## src/hdl/vision_pkg.sv

```systemverilog
package vision_pkg;

   //////////////////////////////////////////////////
   // Pixel and screen geometry
   //////////////////////////////////////////////////

   // Screen coordinate, wide enough for any counter value up to 2047
   typedef logic [10:0] coord_t;

   // Grey level of one displayed pixel
   typedef logic [7:0] pixel_t;

   //////////////////////////////////////////////////
   // Frame buffer memory
   //////////////////////////////////////////////////

   // One SRAM word carries four pixels
   // Pixel 0 sits in the low byte
   typedef logic [31:0] vram_word_t;

   // Word address into the SRAM
   typedef logic [18:0] vram_addr_t;

   // Pixels packed in one memory word
   localparam int PIX_PER_WORD = 4;

   // Cycles from the address edge until read data is valid
   localparam int VRAM_RD_LAT = 2;

   //////////////////////////////////////////////////
   // Display pipeline
   //////////////////////////////////////////////////

   // Cycles from hcount to fb_pixel inside the fetch block
   localparam int FETCH_LAT = 3;

   // Cycles from hcount to the output pins
   // Fetch plus overlay register plus output register
   localparam int OUT_LAT = FETCH_LAT + 2;

   // Level OR-ed into pixels that fall inside a marker box
   localparam pixel_t MARKER_LEVEL = 8'd200;

   // First hcount bit of the test-bar index
   // Bar pixel is three hcount bits with five zero bits below
   localparam int BAR_SHIFT = 6;

endpackage
```

## src/hdl/cue_display_top.sv

```systemverilog
`timescale 1ns/1ns

module cue_display_top #(
   parameter int H_ACTIVE  = 800,
   parameter int H_FP      = 40,
   parameter int H_SYNC    = 128,
   parameter int H_BP      = 88,
   parameter int V_ACTIVE  = 600,
   parameter int V_FP      = 1,
   parameter int V_SYNC    = 4,
   parameter int V_BP      = 23,
   parameter int N_MARKERS = 4
) (
   input  logic                   clk,
   input  logic                   arst_n,
   input  logic                   pattern_en,
   input  logic                   pattern_period,
   input  logic                   bars_sel,
   input  vision_pkg::coord_t     marker_left   [N_MARKERS],
   input  vision_pkg::coord_t     marker_right  [N_MARKERS],
   input  vision_pkg::coord_t     marker_top    [N_MARKERS],
   input  vision_pkg::coord_t     marker_bottom [N_MARKERS],
   output vision_pkg::vram_addr_t vram_addr,
   output logic                   vram_we,
   output vision_pkg::vram_word_t vram_wdata,
   input  vision_pkg::vram_word_t vram_rdata,
   output vision_pkg::pixel_t     vga_gray,
   output logic                   vga_hsync_n,
   output logic                   vga_vsync_n,
   output logic                   vga_blank_n
);
   import vision_pkg::*;

   // Derived geometry for the fetch
   // Line length must be a multiple of four pixels
   localparam int WORDS_PER_LINE = H_ACTIVE / PIX_PER_WORD;
   localparam int H_TOTAL        = H_ACTIVE + H_FP + H_SYNC + H_BP;
   localparam int V_TOTAL        = V_ACTIVE + V_FP + V_SYNC + V_BP;

   coord_t     hcount;
   coord_t     vcount;
   logic       hsync_n;
   logic       vsync_n;
   logic       blank;
   vram_addr_t rd_addr;
   pixel_t     fb_pixel;
   pixel_t     ov_pixel;

   //////////////////////////////////////////////////
   // Timing and memory access
   //////////////////////////////////////////////////

   video_timing #(
      .H_ACTIVE(H_ACTIVE), .H_FP(H_FP), .H_SYNC(H_SYNC), .H_BP(H_BP),
      .V_ACTIVE(V_ACTIVE), .V_FP(V_FP), .V_SYNC(V_SYNC), .V_BP(V_BP)
   ) video_timing_i (
      .clk(clk), .arst_n(arst_n), .hcount(hcount), .vcount(vcount),
      .hsync_n(hsync_n), .vsync_n(vsync_n), .blank(blank)
   );

   vram_pixel_fetch #(
      .H_TOTAL(H_TOTAL), .V_TOTAL(V_TOTAL), .WORDS_PER_LINE(WORDS_PER_LINE)
   ) vram_pixel_fetch_i (
      .clk(clk), .arst_n(arst_n), .hcount(hcount), .vcount(vcount),
      .vram_rdata(vram_rdata), .rd_addr(rd_addr), .fb_pixel(fb_pixel)
   );

   vram_arbiter vram_arbiter_i (
      .clk(clk), .arst_n(arst_n), .hcount(hcount), .blank(blank),
      .pattern_en(pattern_en), .pattern_period(pattern_period), .rd_addr(rd_addr),
      .vram_addr(vram_addr), .vram_we(vram_we), .vram_wdata(vram_wdata)
   );

   //////////////////////////////////////////////////
   // Pixel path
   //////////////////////////////////////////////////

   marker_overlay #(
      .N_MARKERS(N_MARKERS)
   ) marker_overlay_i (
      .clk(clk), .arst_n(arst_n), .hcount_d(hcount), .vcount_d(vcount),
      .fb_pixel(fb_pixel), .marker_left(marker_left), .marker_right(marker_right),
      .marker_top(marker_top), .marker_bottom(marker_bottom), .ov_pixel(ov_pixel)
   );

   video_out video_out_i (
      .clk(clk), .arst_n(arst_n), .bars_sel(bars_sel), .ov_pixel(ov_pixel),
      .hcount(hcount), .hsync_n(hsync_n), .vsync_n(vsync_n), .blank(blank),
      .vga_gray(vga_gray), .vga_hsync_n(vga_hsync_n), .vga_vsync_n(vga_vsync_n),
      .vga_blank_n(vga_blank_n)
   );

endmodule

```

## src/hdl/video_out.sv

```systemverilog
`timescale 1ns/1ns

module video_out (
   input  logic               clk,
   input  logic               arst_n,
   input  logic               bars_sel,
   input  vision_pkg::pixel_t ov_pixel,
   input  vision_pkg::coord_t hcount,
   input  logic               hsync_n,
   input  logic               vsync_n,
   input  logic               blank,
   output vision_pkg::pixel_t vga_gray,
   output logic               vga_hsync_n,
   output logic               vga_vsync_n,
   output logic               vga_blank_n
);
   import vision_pkg::*;

   // Stages ahead of the output register
   localparam int PIPE = OUT_LAT - 1;

   logic [PIPE-1:0] hs_pipe;
   logic [PIPE-1:0] vs_pipe;
   logic [PIPE-1:0] bl_pipe;
   coord_t          hc_pipe [PIPE];
   pixel_t          bar_pixel;
   pixel_t          sel_pixel;

   //////////////////////////////////////////////////
   // Sync and position alignment
   //////////////////////////////////////////////////

   // Idle as blanked with syncs high
   always_ff @(posedge clk or negedge arst_n) begin
      if (!arst_n) begin
         hs_pipe <= '1;
         vs_pipe <= '1;
         bl_pipe <= '1;
      end else begin
         hs_pipe <= {hs_pipe[PIPE-2:0], hsync_n};
         vs_pipe <= {vs_pipe[PIPE-2:0], vsync_n};
         bl_pipe <= {bl_pipe[PIPE-2:0], blank};
      end
   end

   // Position for the bar pattern
   always_ff @(posedge clk) begin
      hc_pipe[0] <= hcount;
      for (int i = 1; i < PIPE; i++) begin
         hc_pipe[i] <= hc_pipe[i-1];
      end
   end

   //////////////////////////////////////////////////
   // Pixel select and output register
   //////////////////////////////////////////////////

   // Eight vertical bars, each 64 pixels wide
   assign bar_pixel = {hc_pipe[PIPE-1][BAR_SHIFT+2:BAR_SHIFT], 5'b00000};
   assign sel_pixel = bars_sel ? bar_pixel : ov_pixel;

   always_ff @(posedge clk or negedge arst_n) begin
      if (!arst_n) begin
         vga_gray    <= '0;
         vga_hsync_n <= 1'b1;
         vga_vsync_n <= 1'b1;
         vga_blank_n <= 1'b0;
      end else begin
         vga_gray    <= bl_pipe[PIPE-1] ? '0 : sel_pixel;   // black in blanking
         vga_hsync_n <= hs_pipe[PIPE-1];
         vga_vsync_n <= vs_pipe[PIPE-1];
         vga_blank_n <= !bl_pipe[PIPE-1];
      end
   end

endmodule

```

## src/hdl/marker_overlay.sv

```systemverilog
`timescale 1ns/1ns

module marker_overlay #(
   parameter int N_MARKERS = 4
) (
   input  logic               clk,
   input  logic               arst_n,
   // Counter position, lined up with fb_pixel by the delay line below
   input  vision_pkg::coord_t hcount_d,
   input  vision_pkg::coord_t vcount_d,
   input  vision_pkg::pixel_t fb_pixel,
   input  vision_pkg::coord_t marker_left   [N_MARKERS],
   input  vision_pkg::coord_t marker_right  [N_MARKERS],
   input  vision_pkg::coord_t marker_top    [N_MARKERS],
   input  vision_pkg::coord_t marker_bottom [N_MARKERS],
   output vision_pkg::pixel_t ov_pixel
);
   import vision_pkg::*;

   coord_t h_pipe [FETCH_LAT];
   coord_t v_pipe [FETCH_LAT];
   logic   hit;

   //////////////////////////////////////////////////
   // Coordinate delay
   //////////////////////////////////////////////////

   // Matches the fetch latency so the test sees the
   // position of the pixel now on fb_pixel
   always_ff @(posedge clk or negedge arst_n) begin
      if (!arst_n) begin
         for (int i = 0; i < FETCH_LAT; i++) begin
            h_pipe[i] <= '0;
            v_pipe[i] <= '0;
         end
      end else begin
         h_pipe[0] <= hcount_d;
         v_pipe[0] <= vcount_d;
         for (int i = 1; i < FETCH_LAT; i++) begin
            h_pipe[i] <= h_pipe[i-1];
            v_pipe[i] <= v_pipe[i-1];
         end
      end
   end

   //////////////////////////////////////////////////
   // Box hit test and merge
   //////////////////////////////////////////////////

   // Half-open boxes, right and bottom edges excluded
   // A box with left >= right or top >= bottom never hits
   always_comb begin
      hit = 1'b0;
      for (int m = 0; m < N_MARKERS; m++) begin
         if ((h_pipe[FETCH_LAT-1] >= marker_left[m]) &&
             (h_pipe[FETCH_LAT-1] <  marker_right[m]) &&
             (v_pipe[FETCH_LAT-1] >= marker_top[m]) &&
             (v_pipe[FETCH_LAT-1] <  marker_bottom[m])) begin
            hit = 1'b1;
         end
      end
   end

   // Overlapping boxes give the same result as one box
   always_ff @(posedge clk) begin
      ov_pixel <= hit ? (fb_pixel | MARKER_LEVEL) : fb_pixel;
   end

endmodule

```

## src/hdl/vram_pixel_fetch.sv

```systemverilog
`timescale 1ns/1ns

module vram_pixel_fetch #(
   parameter int H_TOTAL        = 1056,
   parameter int V_TOTAL        = 628,
   parameter int WORDS_PER_LINE = 200
) (
   input  logic                   clk,
   input  logic                   arst_n,
   input  vision_pkg::coord_t     hcount,
   input  vision_pkg::coord_t     vcount,
   input  vision_pkg::vram_word_t vram_rdata,
   output vision_pkg::vram_addr_t rd_addr,
   output vision_pkg::pixel_t     fb_pixel
);
   import vision_pkg::*;

   logic                   rd_slot;
   logic                   last_slot;
   coord_t                 next_line;
   logic [VRAM_RD_LAT-1:0] slot_pipe;
   logic [1:0]             lane_pipe [FETCH_LAT-1];
   vram_word_t             word_q;
   vram_word_t             show_q;

   //////////////////////////////////////////////////
   // Look-ahead address
   //////////////////////////////////////////////////

   // Read slot is the first pixel of each word
   assign rd_slot   = (hcount[1:0] == 2'd0);
   // Last slot of a line fetches word 0 of the line after it
   assign last_slot = (hcount == coord_t'(H_TOTAL - PIX_PER_WORD));
   assign next_line = (vcount == coord_t'(V_TOTAL - 1)) ? '0 : vcount + coord_t'(1);

   // Slot of word w asks for word w+1
   // Addresses issued in blanking are never displayed
   always_comb begin
      if (last_slot) begin
         rd_addr = vram_addr_t'(next_line) * vram_addr_t'(WORDS_PER_LINE);
      end else begin
         rd_addr = vram_addr_t'(vcount) * vram_addr_t'(WORDS_PER_LINE) +
                   vram_addr_t'(hcount[10:2]) + vram_addr_t'(1);
      end
   end

   //////////////////////////////////////////////////
   // Slot and lane tracking
   //////////////////////////////////////////////////

   // slot_pipe marks the cycle the SRAM answers
   // lane_pipe carries the pixel lane toward the select mux
   always_ff @(posedge clk or negedge arst_n) begin
      if (!arst_n) begin
         slot_pipe <= '0;
         for (int i = 0; i < FETCH_LAT - 1; i++) begin
            lane_pipe[i] <= '0;
         end
      end else begin
         slot_pipe    <= {slot_pipe[VRAM_RD_LAT-2:0], rd_slot};
         lane_pipe[0] <= hcount[1:0];
         for (int i = 1; i < FETCH_LAT - 1; i++) begin
            lane_pipe[i] <= lane_pipe[i-1];
         end
      end
   end

   //////////////////////////////////////////////////
   // Word latch and pixel select
   //////////////////////////////////////////////////

   always_ff @(posedge clk) begin
      // Catch the word 3 cycles after its slot
      if (slot_pipe[VRAM_RD_LAT-1]) begin
         word_q <= vram_rdata;
      end
      // Delayed word start hands it to the display register
      // before the next fetch overwrites word_q
      if (lane_pipe[0] == 2'd0) begin
         show_q <= word_q;
      end
      // Lane 0 is the low byte
      fb_pixel <= show_q[{lane_pipe[FETCH_LAT-2], 3'b000} +: 8];
   end

endmodule

```

## src/hdl/vram_arbiter.sv

```systemverilog
`timescale 1ns/1ns

module vram_arbiter (
   input  logic                   clk,
   input  logic                   arst_n,
   input  vision_pkg::coord_t     hcount,
   input  logic                   blank,
   input  logic                   pattern_en,
   input  logic                   pattern_period,
   input  vision_pkg::vram_addr_t rd_addr,
   output vision_pkg::vram_addr_t vram_addr,
   output logic                   vram_we,
   output vision_pkg::vram_word_t vram_wdata
);
   import vision_pkg::*;

   // Slot phase within each group of four pixel clocks
   // Phase 0 belongs to the pixel fetch
   localparam logic [1:0] WR_PHASE = 2'd2;

   vram_addr_t wr_cnt;
   logic       wr_slot;
   pixel_t     pat_byte;

   //////////////////////////////////////////////////
   // Slot decision
   //////////////////////////////////////////////////

   // One SRAM word feeds four pixels, so only every fourth
   // cycle is needed for display reads
   // Writes take phase 2, never the read phase
   // Blank keeps writes out of the visible area entirely
   assign wr_slot = (hcount[1:0] == WR_PHASE) && blank && pattern_en;

   // Memory port mux
   // Every non-write cycle shows the fetch address
   assign vram_we   = wr_slot;
   assign vram_addr = wr_slot ? wr_cnt : rd_addr;

   //////////////////////////////////////////////////
   // Test-pattern writer
   //////////////////////////////////////////////////

   // Grey step per address group
   // Short period uses bits 6:3, long period bits 7:4
   always_comb begin
      if (pattern_period) begin
         pat_byte = {wr_cnt[6:3], 4'b0000};
      end else begin
         pat_byte = {wr_cnt[7:4], 4'b0000};
      end
   end

   // Same byte in every lane of the word
   assign vram_wdata = {PIX_PER_WORD{pat_byte}};

   // Write address counter
   // Steps once per accepted write and wraps at the top
   always_ff @(posedge clk or negedge arst_n) begin
      if (!arst_n) begin
         wr_cnt <= '0;
      end else if (wr_slot) begin
         wr_cnt <= wr_cnt + vram_addr_t'(1);
      end
   end

endmodule

```

## src/hdl/video_timing.sv

```systemverilog
`timescale 1ns/1ns

module video_timing #(
   parameter int H_ACTIVE = 800,
   parameter int H_FP     = 40,
   parameter int H_SYNC   = 128,
   parameter int H_BP     = 88,
   parameter int V_ACTIVE = 600,
   parameter int V_FP     = 1,
   parameter int V_SYNC   = 4,
   parameter int V_BP     = 23
) (
   input  logic               clk,
   input  logic               arst_n,
   output vision_pkg::coord_t hcount,
   output vision_pkg::coord_t vcount,
   output logic               hsync_n,
   output logic               vsync_n,
   output logic               blank
);
   import vision_pkg::*;

   // Line and frame lengths including porches
   localparam int H_TOTAL = H_ACTIVE + H_FP + H_SYNC + H_BP;
   localparam int V_TOTAL = V_ACTIVE + V_FP + V_SYNC + V_BP;

   // Sync pulse window starts after the front porch
   localparam int H_SYNC_START = H_ACTIVE + H_FP;
   localparam int V_SYNC_START = V_ACTIVE + V_FP;

   coord_t h_next;
   coord_t v_next;
   logic   h_wrap;

   //////////////////////////////////////////////////
   // Next counter position
   //////////////////////////////////////////////////

   always_comb begin
      h_wrap = (hcount == coord_t'(H_TOTAL - 1));
      h_next = h_wrap ? '0 : hcount + coord_t'(1);
      // Vertical counter only steps at end of line
      if (h_wrap) begin
         v_next = (vcount == coord_t'(V_TOTAL - 1)) ? '0 : vcount + coord_t'(1);
      end else begin
         v_next = vcount;
      end
   end

   //////////////////////////////////////////////////
   // Registered counters and sync decode
   //////////////////////////////////////////////////

   // Syncs and blank are decoded from the next position
   // so they line up with the counters on the same cycle
   always_ff @(posedge clk or negedge arst_n) begin
      if (!arst_n) begin
         hcount  <= '0;
         vcount  <= '0;
         hsync_n <= 1'b1;
         vsync_n <= 1'b1;
         // Position 0,0 is inside the active area
         blank   <= 1'b0;
      end else begin
         hcount  <= h_next;
         vcount  <= v_next;
         hsync_n <= !((h_next >= coord_t'(H_SYNC_START)) &&
                      (h_next < coord_t'(H_SYNC_START + H_SYNC)));
         vsync_n <= !((v_next >= coord_t'(V_SYNC_START)) &&
                      (v_next < coord_t'(V_SYNC_START + V_SYNC)));
         blank   <= (h_next >= coord_t'(H_ACTIVE)) || (v_next >= coord_t'(V_ACTIVE));
      end
   end

endmodule

```

## config.mk

```make
export PLATFORM = sky130hd
export DESIGN_NAME = cue_display_top
export DESIGN_NICKNAME = d
export VERILOG_FILES = /design/src/hdl/vision_pkg.sv /design/src/hdl/cue_display_top.sv /design/src/hdl/video_out.sv /design/src/hdl/marker_overlay.sv /design/src/hdl/vram_pixel_fetch.sv /design/src/hdl/vram_arbiter.sv /design/src/hdl/video_timing.sv
export SDC_FILE = /design/constraint.sdc
export NUM_CORES = 1
export LEC_CHECK = 0
export BUFFER_PORTS_ARGS = -buffer_cell sky130_fd_sc_hd__buf_2
export CELL_PAD_IN_SITES_DETAIL_PLACEMENT = 2
export CELL_PAD_IN_SITES_GLOBAL_PLACEMENT = 2
export CORE_ASPECT_RATIO = 1.2
export CORE_MARGIN = 1.5
export CORE_UTILIZATION = 39
export CTS_BUF_LIST = sky130_fd_sc_hd__clkbuf_4
export CTS_CLUSTER_DIAMETER = 60
export DETAILED_ROUTE_END_ITERATION = 8
export GPL_ROUTABILITY_DRIVEN = 0
export HOLD_SLACK_MARGIN = 0.1
export PLACE_DENSITY_LB_ADDON = 0.1
export SYNTH_ARGS = -nofsm -noshare
export SYNTH_HDL_FRONTEND = slang
export SYNTH_SLANG_ARGS = --single-unit
```

## constraint.sdc

```tcl
create_clock -name clk -period 13.4 [get_ports clk]
set_input_delay 2.68 -clock clk [delete_from_list [all_inputs] [get_ports clk]]
set_output_delay 2.68 -clock clk [all_outputs]
set_load 0.005 [all_outputs]
```

==> results of run 1 <==
## sequential cells by signal, summed over array words and instances (netlist names), 11 cells and up
register	cells
video_timing_i.hcount	11
video_timing_i.vcount	11
vram_pixel_fetch_i.show_q	32
vram_pixel_fetch_i.word_q	32
vram_arbiter_i.wr_cnt	19
video_out_i.hc_pipe	12
marker_overlay_i.h_pipe	33
marker_overlay_i.v_pipe	33
## worst max-delay path: stages, from the launching register on
cell,delay [ns]
dfrtp_1,0.55
ha_1,0.38
nand4_1,0.15
nor3b_1,0.25
buf_4,0.24
nor2_1,0.11
ha_1,0.31
ha_1,0.29
inv_1,0.05
fa_1,0.50
inv_1,0.04
ha_1,0.34
o21a_1,0.20
a2111oi_0,0.65
o311ai_0,0.33
a21o_1,0.24
a21oi_1,0.17
xnor2_1,0.13
o22ai_1,0.09
nor2_1,0.09
buf_2,0.11
## layout by cell type, fill, tap and decap left out, types with 12 or more instances in the layout
master    count
a211oi_1     15
fa_1         12
o21a_1       15
nand2b_1     21
nand2_1      76
ha_1        258
inv_1       239
a21o_1       29
edfxtp_1     64
and2_1       13
nor3_1       14
conb_1       16
a21oi_1      67
dfstp_2      16
clkinv_1     19
nor2_1       60
xnor2_1      48
dfrtp_1     119
xor2_1       20
nand3_1      34
nand4_1      12
o21ai_0      50
buf_2       258
clkbuf_4     76
dfxtp_1      28
## per-stage QoR
stage	power (mW)	setup slack, ns
global placement	0.815	5.67
global route	1.44	4.28
CTS	1.39	4.70
floorplan	0.767	6.09
detailed placement	0.821	5.45
finish	1.36	4.81
## worst max-delay path by stage
stage	slack, ns	end	cells after the start
floorplan	6.09	vram_addr[18]	19
global placement	5.67	vram_addr[18]	20
detailed placement	5.45	vram_addr[18]	20
CTS	4.70	vram_addr[18]	20
global route	4.28	vram_addr[18]	20
finish	4.81	vram_addr[18]	20
## logic make-up (layout without fill, tap and decap cells)
family                   after synthesis  after routing  synth area share (%)
flip-flops                           227            227                  40.5
other                                  1             17                0.0258
adder cells (fa/ha/maj)              270            270                  23.9
AND/OR/NAND/NOR                      287            287                  9.94
multiplexers                          24             24                  2.43
buffers and inverters                284            603                  8.07
XOR/XNOR                              68             68                  4.10
AO/OA/AOI/OAI                        245            245                  11.0
## cells in the mapped netlist (13+ instances only)
cell type  count  area, sq um
inv_1        239          897
xnor2_1       48          420
dfxtp_1       28          561
clkbuf_1      14         52.6
a21o_1        29          218
edfxtp_1      64         1920
buf_4         28          210
nand2_1       76          285
xor2_1        20          175
nand2b_1      21          131
and2_1        13         81.3
nor3_1        14         70.1
dfrtp_1      119         2980
a211oi_1      15          113
a21oi_1       67          335
ha_1         258         3230
nor2_1        61          229
nand3_1       34          170
dfstp_2       16          420
o21ai_0       50          250
o21a_1        15          113
## area by class of cell
type                            count  area, sq um  area share, %
Multi-Input combinational cell    910         7520           44.4
Sequential cell                   227         5880           34.7
Timing Repair Buffer              265         1350           7.96
Inverter                          239          897           5.30
Tap cell                          474          593           3.50
Clock buffer                       76          571           3.37
Clock inverter                     23          120          0.710
Antenna cell                        1         2.50         0.0148
## where the power goes
| part | switching (mW) | total, mW | internal (mW) |
|---|---|---|---|
| sequential | 0.000189 | 0.710 | 0.710 |
| clock | 0.277 | 0.559 | 0.282 |
| combinational | 0.0498 | 0.0952 | 0.0453 |
## per-layer routing
| layer | GRT usage, % | share of wire, % | vias to the layer above |
|---|---|---|---|
| met5 | 0 | 0.031 | - |
| met2 | 41.9 | 54 | 230 |
| met1 | 24.6 | 40 | 5476 |
| met3 | 2.48 | 3.7 | 66 |
| li1 | - | - | 5413 |
| met4 | 7.94 | 3.0 | 2 |
==> summary.md, run 1 <==
| Metric | Value |
|---|---|
| All-Layer GR Usage | `~22%` |
| CTS Buffer Depth | `3` |
| Hold_ws | `between 0.3 and 0.4 ns` |
| Cts bufs inserted | `53` |
| Worst Hold Depth | `0` |
| H-tree depth | `2` |
| Max-slew violations | `0` |
| Die width | `between 150 and 200 microns` |
| Largest net degree at the start of global routing | `70` |
| Area growth from synthesis to layout | `16.7%` |
| Seq/Total Area, Yosys | `between 40% and 50%` |
| Worst Max-Slew Pin Slew | `approximately 0.96 ns` |
| Highest Clock Rate | `116 MHz` |
| Worst Hold Class | `register to register` |
| Placement Cell Area | `between 15000 and 20000 sq um` |
| Core Util, Final | `a little under half` |
| CTS root buf | `clkbuf_4` |
| Peak supply drop | `0.0714 mV` |
| CP required | `roughly 11 ns` |
| Post-DR vias/cell | `about 5.1` |
| CP arrival | `5.91 ns` |
| Core area | `approximately 37000 sq um` |
| Setup crit start kind | `register` |
| Yosys warns | `0` |
| Yosys reg bits | `227` |
| Setup TNS | `0 ns` |
| Period Utilization, post-route | `between 60% and 70%` |
| Layout net count | `~2200` |
| Clock sinks | `227` |
| Pleak | `9.38 nW` |
| RR Startpoint | `video_timing_i.hcount[2]` |
| Post_cts resized | `0` |
| Initial Util | `about two fifths` |
| Top-Level Pins | `276` |
| Power density cells | `slightly above 80 nW/um^2` |
| Total number of vias | `11200` |
| Status | `completed` |
| DR WL/cell | `around 19 microns` |
| Setup crit start | `video_timing_i.vcount[0]` |
| CTS Hold Bufs | `0` |
| Drt total wl | `41400 microns` |
| Kind of end point of the critical path | `primary output` |
| Setup bufs post-CTS | `0` |
| Final hold viol count | `0` |
| Clock Pin Slew Worst Setup and Hold Paths | `roughly 0.070 ns` |
| Row count | `slightly below 80` |
| First-pass GRT wire length | `65500 microns` |
| Distinct cell type count after synthesis | `65` |
| # setup viols final | `0` |
| Die area | `38400 sq um` |
| First-pass iteration count of the detailed router | `4` |
| Worst skew pair latency | `0.69 ns` |
| Number of synthesized flops with an enable pin | `64` |
| Number of routed nets with antenna violations | `0` |
| Worst Skew | `0.0266 ns` |
| Hold Startpoint | `video_out_i.hc_pipe[2][7]` |
| Syn Area/Cell | `a little over 10 sq um` |
| R2r setup slk | `roughly 10 ns` |
| DRC viols | `0` |
| Post-Layout Cell Count | `2215` |
| Synth async-reset ratio | `about 59%` |
| Worst setup path class | `register to primary output` |
| RSZ-0062 raised after global routing | `no` |
| Layout cell share with drive strength beyond 1 | `22.7%` |
| DPL Wire Length | `between 30000 and 40000 microns` |
| Grt ovf | `0` |
| Inst Count DP | `2115` |
| CP Max Fanout | `12` |
| Final Critical Period | `8.59 ns` |
| Vias in the first global route | `12600` |
| Relative slew slack | `36.2%` |
| IO buf count | `259` |
| Post-synthesis cell count | `1406` |
| Main synth FF type | `dfrtp_1` |
| Initial antenna violation count | `2` |
| Mapped cell area | `14500 sq um` |
| CTS tree | `built` |
| 1st-iter DRT viols | `307` |
| Post-route cell area | `around 17000 sq um` |
| # fillers | `4054` |
| Worst hold endpoint | `video_out_i.hc_pipe[3][7]` |
| Reg2reg end | `video_timing_i.blank` |
| Die H | `214 microns` |
| Max-Cap Viols | `0` |
| Reg2reg path depth | `8` |
Note: power is estimated with default switching activity, not from simulation.
==> run 2, diff against run 1 <==
--- a/config.mk
+++ b/config.mk
@@ -5,12 +5,13 @@
 export SDC_FILE = /design/constraint.sdc
 export NUM_CORES = 1
 export LEC_CHECK = 0
+export ABC_AREA = 1
 export BUFFER_PORTS_ARGS = -buffer_cell sky130_fd_sc_hd__buf_2
 export CELL_PAD_IN_SITES_DETAIL_PLACEMENT = 2
 export CELL_PAD_IN_SITES_GLOBAL_PLACEMENT = 2
 export CORE_ASPECT_RATIO = 1.2
 export CORE_MARGIN = 1.5
-export CORE_UTILIZATION = 39
+export CORE_UTILIZATION = 32
 export CTS_BUF_LIST = sky130_fd_sc_hd__clkbuf_4
 export CTS_CLUSTER_DIAMETER = 60
 export DETAILED_ROUTE_END_ITERATION = 8
==> constraint.sdc (replaced) <==
create_clock -name clk -period 7 [get_ports clk]
set_input_delay 1.4 -clock clk [delete_from_list [all_inputs] [get_ports clk]]
set_output_delay 1.4 -clock clk [all_outputs]
set_load 0.005 [all_outputs]
==> run 2 against run 1 <==
Clock skew up 0.021 ns. Total power up 96%. Combinational power up 110%. Die area up 27%. Sequential share of layout area down 1.8 points. Clock-buffer cell count up 1. Final cell count up 23%. First-iteration DRC count up 0.65%. Wire length up 16%. Flip-flop and latch count unchanged. Area after synthesis up 4.6%.
==> summary.md, run 2 <==
| Metric | Value |
|---|---|
| Core area | `between 40000 and 50000 sq um` |
| Final hold viol count | `0` |
| Largest family of logic cells by synthesized area | `adder cells` |
| RSZ-0062 raised after global routing | `no` |
| Yosys reg bits | `227` |
| Row count | `between 80 and 90` |
| Worst hold endpoint | `marker_overlay_i.v_pipe[6]` |
| Number of synthesized flops with an enable pin | `64` |
| Top-Level Pins | `276` |
| Pleak | `10.0 nW` |
| Hold Startpoint | `marker_overlay_i.v_pipe[17]` |
| Synth Area in Compound Gates | `8.80%` |
| Cts bufs inserted | `55` |
| Post-synthesis mux area share | `0%` |
| Yosys top cell area share | `21.3%` |
| RR Startpoint | `video_timing_i.hcount[0]` |
| Post-synth top cells | `343 x inv_1, 279 x nand2_1, 258 x ha_1, 125 x nor2_1, 119 x dfrtp_1` |
| Layout net count | `2535` |
| CP Max Fanout | `8` |
| Mapped cell area | `15200 sq um` |
| Post-Synth Simple-Gate Area | `roughly 18%` |
| Hold_ws | `0.317 ns` |
| Switching share of power | `23.9%` |
| Setup crit start kind | `register` |
| Relative slew slack | `41.2%` |
| Grt ovf | `0` |
| Worst Skew | `0.0471 ns` |
| CTS Buffer Depth | `3` |
| Setup crit start | `video_timing_i.vcount[0]` |
| Die H | `242 microns` |
| CP required | `5.60 ns` |
| Number of routed nets with antenna violations | `0` |
| Reg2reg path depth | `11` |
| Placement Cell Area | `17100 sq um` |
| Initial Util | `32.4%` |
| Status | `completed` |
| Final Critical Period | `6.49 ns` |
| Area growth from synthesis to layout | `17.6%` |
| Die area | `48800 sq um` |
| Regs by FF count | `marker_overlay_i.h_pipe (33), marker_overlay_i.v_pipe (33)` |
| Setup TNS | `0 ns` |
| Period Utilization, post-route | `between 90% and 100%` |
| Worst Hold Class | `register to register` |
| Synth async-reset ratio | `approximately 59%` |
| Clock group share of total power | `41.7%` |
| Combinational Power Share | `7.4%` |
| Setup bufs post-CTS | `0` |
| Top layer in use | `met4` |
| Highest Clock Rate | `154 MHz` |
| P_int | `2.04 mW` |
| # setup viols final | `0` |
| DRC viols | `0` |
| Clock Pin Slew Worst Setup and Hold Paths | `0.07 ns` |
| Overall Power | `2.67 mW` |
| Flop pwr share | `50.9%` |
| Layout cell share with drive strength beyond 1 | `19.2%` |
| IO buf count | `259` |
| # fillers | `5367` |
| 1st-iter DRT viols | `309` |
| Seq/Total Area, Yosys | `38.7%` |
| Vias in the first global route | `14500` |
| First-pass GRT wire length | `approximately 77000 microns` |
| Clock sinks | `~230` |
| Max-slew violations | `0` |
| Initial antenna violation count | `2` |
| Count leader, synth | `inv_1` |
| First-pass iteration count of the detailed router | `4` |
| Peak supply drop | `0.128 mV` |
| H-tree depth | `2` |
| CTS root buf | `clkbuf_4` |
| All-Layer GR Usage | `19.9%` |
| Yosys warns | `0` |
| Area share of fa/ha/maj cells after synthesis | `22.9%` |
| Post-route cell area | `about 18000 sq um` |
| Leading area contributor after synthesis | `ha_1` |
| Post-DR vias/cell | `4.75` |
| DR WL/cell | `17.6 microns` |
| Largest cells by area after synthesis | `ha_1 21%, dfrtp_1 20%, edfxtp_1 13%` |
| Metal-1 WL | `around 20000 microns` |
| Total number of vias | `12900` |
| Worst skew pair latency | `0.69 ns` |
| Die width | `~200 microns` |
| Power density cells | `150 nW/um^2` |
| Most frequent cells in the layout | `343 x inv_1, 279 x nand2_1, 258 x ha_1, 258 x buf_2, 124 x nor2_1` |
| Main synth FF type | `dfrtp_1` |
| R2r setup slk | `around 4 ns` |
| Distinct cell type count after synthesis | `47` |
| WL met2 | `25200 microns` |
| Worst slack, placed | `1.14 ns` |
| Kind of end point of the critical path | `primary output` |
| Worst Max-Slew Pin Slew | `0.883 ns` |
| Most common cell after layout, fill and taps aside | `inv_1` |
| Worst Hold Depth | `0` |
| Reg2reg end | `vram_arbiter_i.wr_cnt[18]` |
| Metal3 WL | `1210 microns` |
| DPL Wire Length | `between 30000 and 40000 microns` |
| Worst setup path class | `register to primary output` |
| Final worst slack | `0.512 ns` |
| CP arrival | `5.09 ns` |
| Post-synthesis cell count | `1754` |
| Largest net degree at the start of global routing | `73` |
| Switching power | `around 0.64 mW` |
| Drt total wl | `between 40000 and 50000 microns` |
| CTS tree | `built` |
| Synth Area in XOR/XNOR | `1.73%` |
| Max-Cap Viols | `0` |
| Syn Area/Cell | `8.65 sq um` |
run 2: cell types whose count changed after synthesis, moves of 49 or more:
cell,before,now
nand4_1,12,61
nor2_1,61,125
a21oi_1,67,116
nand2_1,76,279
inv_1,239,343
run 2: final cells by class:
class	count	area (sq um)	area share (%)
diodes	2	5.00	0.0280
well taps	623	779	4.37
clock buffers	77	578	3.24
inverters	349	1310	7.35
flip-flops and latches	227	5880	33.0
multi-input cells	1157	7800	43.7
clock inverters	26	163	0.911
repair buffers	262	1330	7.42
run 2: power groups by stage:
stage | Clock (mW) | Sequential (mW) | Combinational (mW)
after CTS | 1.17 | 1.36 | 0.203
after global placement | 0 | 1.39 | 0.192
after floorplan | 0 | 1.39 | 0.0969
after global routing | 1.23 | 1.36 | 0.229
final | 1.12 | 1.36 | 0.198
after detailed placement | 0 | 1.39 | 0.202
run 2: worst max-delay path: stages, from the launching register on:
cell      delay [ns]
dfrtp_1         0.52
ha_1            0.32
nand2_1         0.17
xor2_1          0.18
nor2_1          0.32
ha_1            0.30
ha_1            0.28
inv_1           0.05
fa_1            0.50
inv_1           0.04
ha_1            0.37
a21oi_1         0.24
nand2_1         0.13
a31oi_1         0.24
o21bai_1        0.11
or2_2           0.28
nand3_1         0.07
nand3_1         0.09
nand2_1         0.08
buf_2           0.11
run 2: how the worst max path moves through the flow:
stage / end
detailed placement: vram_addr[15]
finish: vram_addr[15]
global route: vram_addr[15]
global placement: vram_addr[15]
CTS: vram_addr[16]
floorplan: vram_addr[15]
run 2: cells by family after synthesis:
logic type / after synthesis
AO/OA/AOI/OAI: 245
XOR/XNOR: 30
adder cells (fa/ha/maj): 270
buffers and inverters: 385
flip-flops: 227
other: 1
AND/OR/NAND/NOR: 596
run 2: metal layers:
| metal | vias to the layer above | GRT usage [%] |
|---|---|---|
| met5 | - | 0 |
| met4 | 0 | 6.65 |
| met3 | 65 | 2.02 |
| met2 | 221 | 37.2 |
| met1 | 6251 | 23.3 |
| li1 | 6389 | - |
run 2: timing repair:
item                       CTS  global route
setup endpoints to repair    0             3
resized for setup            0             1
hold buffers                 0             0
run 2: through the flow:
stage | cells | utilization, %
final | 2723 | 38.0
after global routing | 2723 | 38.0
after CTS | 2721 | 38.0
after detailed placement | 2618 | 36.4
after global placement | 2618 | 36.4
after floorplan | 1769 | -
==> run 3, diff against run 2 <==
--- a/config.mk
+++ b/config.mk
@@ -11,7 +11,7 @@
 export CELL_PAD_IN_SITES_GLOBAL_PLACEMENT = 2
 export CORE_ASPECT_RATIO = 1.2
 export CORE_MARGIN = 1.5
-export CORE_UTILIZATION = 32
+export CORE_UTILIZATION = 38
 export CTS_BUF_LIST = sky130_fd_sc_hd__clkbuf_4
 export CTS_CLUSTER_DIAMETER = 60
 export DETAILED_ROUTE_END_ITERATION = 8
==> constraint.sdc (replaced) <==
create_clock -name clk -period 7.86 [get_ports clk]
set_input_delay 1.572 -clock clk [delete_from_list [all_inputs] [get_ports clk]]
set_output_delay 1.572 -clock clk [all_outputs]
set_load 0.005 [all_outputs]
==> run 3 against run 2 <==
Clock power shrank 15%. Final cell count shrank 3.3%. Hold slack gained 0.0062 ns. Sequential power shrank 11%. Clock-buffer cell count shrank 3.
==> summary.md, run 3 (synthesized netlist as in run 2, its figures left out) <==
| Metric | Value |
|---|---|
| Die width | `185 microns` |
| Total number of vias | `around 13000` |
| R2r setup slk | `about 4.7 ns` |
| CP arrival | `around 5.2 ns` |
| Largest net degree at the start of global routing | `71` |
| Die area | `41200 sq um` |
| DPL Wire Length | `around 40000 microns` |
| Period Utilization, post-route | `between 80% and 90%` |
| Critical path's largest stage delay | `0.53 ns` |
| Hold Startpoint | `video_out_i.hc_pipe[2][8]` |
| Setup bufs post-CTS | `0` |
| All-Layer GR Usage | `24.3%` |
| Clock sinks | `227` |
| Reg2reg end | `vram_arbiter_i.wr_cnt[18]` |
| Highest Clock Rate | `147 MHz` |
| DRC viols | `0` |
| Core area | `39500 sq um` |
| Worst path top cell family by delay | `adder cells` |
| CP Max Fanout | `9` |
| Final Critical Period | `6.79 ns` |
| CTS root buf | `clkbuf_4` |
| DR WL/cell | `around 19 microns` |
| Post_cts resized | `0` |
| RSZ-0062 raised after global routing | `no` |
| Top-Level Pins | `276` |
| IO buf count | `between 200 and 300` |
| Setup TNS | `0 ns` |
| Worst Hold Class | `register to register` |
| CTS Hold Bufs | `0` |
| Worst setup path class | `register to primary output` |
| Crit-path cells | `ha_1 -> nand3_1 -> nor2_2 -> inv_1 -> nand3_1 -> inv_1 -> ha_1 -> ha_1 -> inv_1 -> fa_1 -> inv_1 -> ha_1 -> a21o_1 -> a31oi_1 -> o21bai_1 -> or2_2 -> nand3_1 -> nand3_1 -> nand2_1 -> buf_2` |
| Reg2reg path depth | `11` |
| Final worst slack | `1.07 ns` |
| Layout net count | `2535` |
| Most common cell after layout, fill and taps aside | `inv_1` |
| Number of routed nets with antenna violations | `0` |
| Cts bufs inserted | `54` |
| CTS Buffer Depth | `3` |
| Placement Cell Area | `between 15000 and 20000 sq um` |
| # fillers | `4494` |
| Drt total wl | `49100 microns` |
| Area growth from synthesis to layout | `16.6%` |
| Die H | `around 220 microns` |
| Worst skew pair latency | `0.70 ns` |
| Final hold viol count | `0` |
| # setup viols final | `0` |
| Pleak | `10.0 nW` |
| H-tree depth | `2` |
| Post-DR vias/cell | `5.02` |
| Worst Hold Depth | `0` |
| Peak supply drop | `approximately 0.13 mV` |
| Post-route cell area | `approximately 18000 sq um` |
| Relative slew slack | `45.1%` |
| RR Startpoint | `video_timing_i.hcount[0]` |
| 1st-iter DRT viols | `roughly 370` |
| Worst slack, placed | `1.81 ns` |
| Worst path slowest cell | `dfrtp_1` |
| Status | `completed` |
| Inst Count DP | `2529` |
| Max-Cap Viols | `0` |
| Setup crit start kind | `register` |
| First-pass iteration count of the detailed router | `4` |
| Regs by FF count | `marker_overlay_i.h_pipe (33), marker_overlay_i.v_pipe (33)` |
| CTS tree | `built` |
| Worst Skew | `0.0233 ns` |
| Power density cells | `between 100 and 150 nW/um^2` |
| Row count | `80` |
| Post-Layout Cell Count | `2633` |
| Most frequent cells in the layout | `343 x inv_1, 279 x nand2_1, 258 x ha_1, 258 x buf_2, 124 x nor2_1` |
| Initial Util | `about two fifths` |
| Max-slew violations | `0` |
| Initial antenna violation count | `7` |
| Worst hold endpoint | `video_out_i.hc_pipe[3][8]` |
| Worst Max-Slew Pin Slew | `just over 0.8 ns` |
| CP required | `6.29 ns` |
| Layout cell share with drive strength beyond 1 | `19.1%` |
| Grt ovf | `0` |
| Core Util, Final | `44.8%` |
| Vias in the first global route | `15200` |
| Kind of end point of the critical path | `primary output` |
| First-pass GRT wire length | `77900 microns` |
| Clock Pin Slew Worst Setup and Hold Paths | `0.07 ns` |
| Critical path buffers and inverters | `5` |
==> run 3: final cells by class <==
class	count	area (sq um)	share of cell area, %
timing repair buffer	263	1330	7.53
sequential	227	5880	33.2
clock inverter	26	140	0.792
antenna	4	10.0	0.0566
inverter	349	1310	7.42
multi-input combinational	1157	7800	44.1
clock buffer	74	556	3.14
tap	533	667	3.77
==> run 3: metal layers <==
metal | vias up | global-route usage, % | wire, microns
li1 | 6384 | - | -
met1 | 6429 | 26.9 | 19400
met2 | 285 | 45.9 | 26100
met3 | 106 | 3.17 | 1810
met4 | 8 | 9.97 | 1820
met5 | - | 0 | 44
==> run 3: per-stage QoR <==
stage	power, mW	hold slack, ns
global placement	1.40	0.313
global route	2.46	0.334
finish	2.34	0.323
floorplan	1.32	0.310
CTS	2.38	0.327
detailed placement	1.41	0.317
==> run 3: worst reg2reg max path, stage by stage (launching register included) <==
cell,delay [ns]
dfrtp_1,0.50
inv_1,0.13
ha_1,0.18
nand3_2,0.45
inv_2,0.56
nand2_1,0.17
nor3_2,0.27
nand2_1,0.22
nor3_2,0.22
nand4_1,0.14
xor2_1,0.20
inv_1,0.07
==> run 3: how the worst max path moves through the flow <==
| stage | from | end | cells past startpoint |
|---|---|---|---|
| final | video_timing_i.vcount[0] | vram_addr[15] | 20 |
| after detailed placement | video_timing_i.vcount[7] | vram_addr[15] | 23 |
| after floorplan | video_timing_i.vcount[7] | vram_addr[15] | 22 |
| after global placement | video_timing_i.vcount[7] | vram_addr[15] | 23 |
| after CTS | video_timing_i.vcount[1] | vram_addr[16] | 21 |
| after global routing | video_timing_i.vcount[7] | vram_addr[16] | 25 |
==> run 3: power breakdown <==
group | internal, mW | leakage, nW | switching, mW | total [mW]
Combinational | 0.0784 | 7.03 | 0.0981 | 0.177
Clock | 0.477 | 0.411 | 0.476 | 0.953
Sequential | 1.21 | 2.56 | 0.000320 | 1.21
Total | 1.77 | 10.0 | 0.575 | 2.34
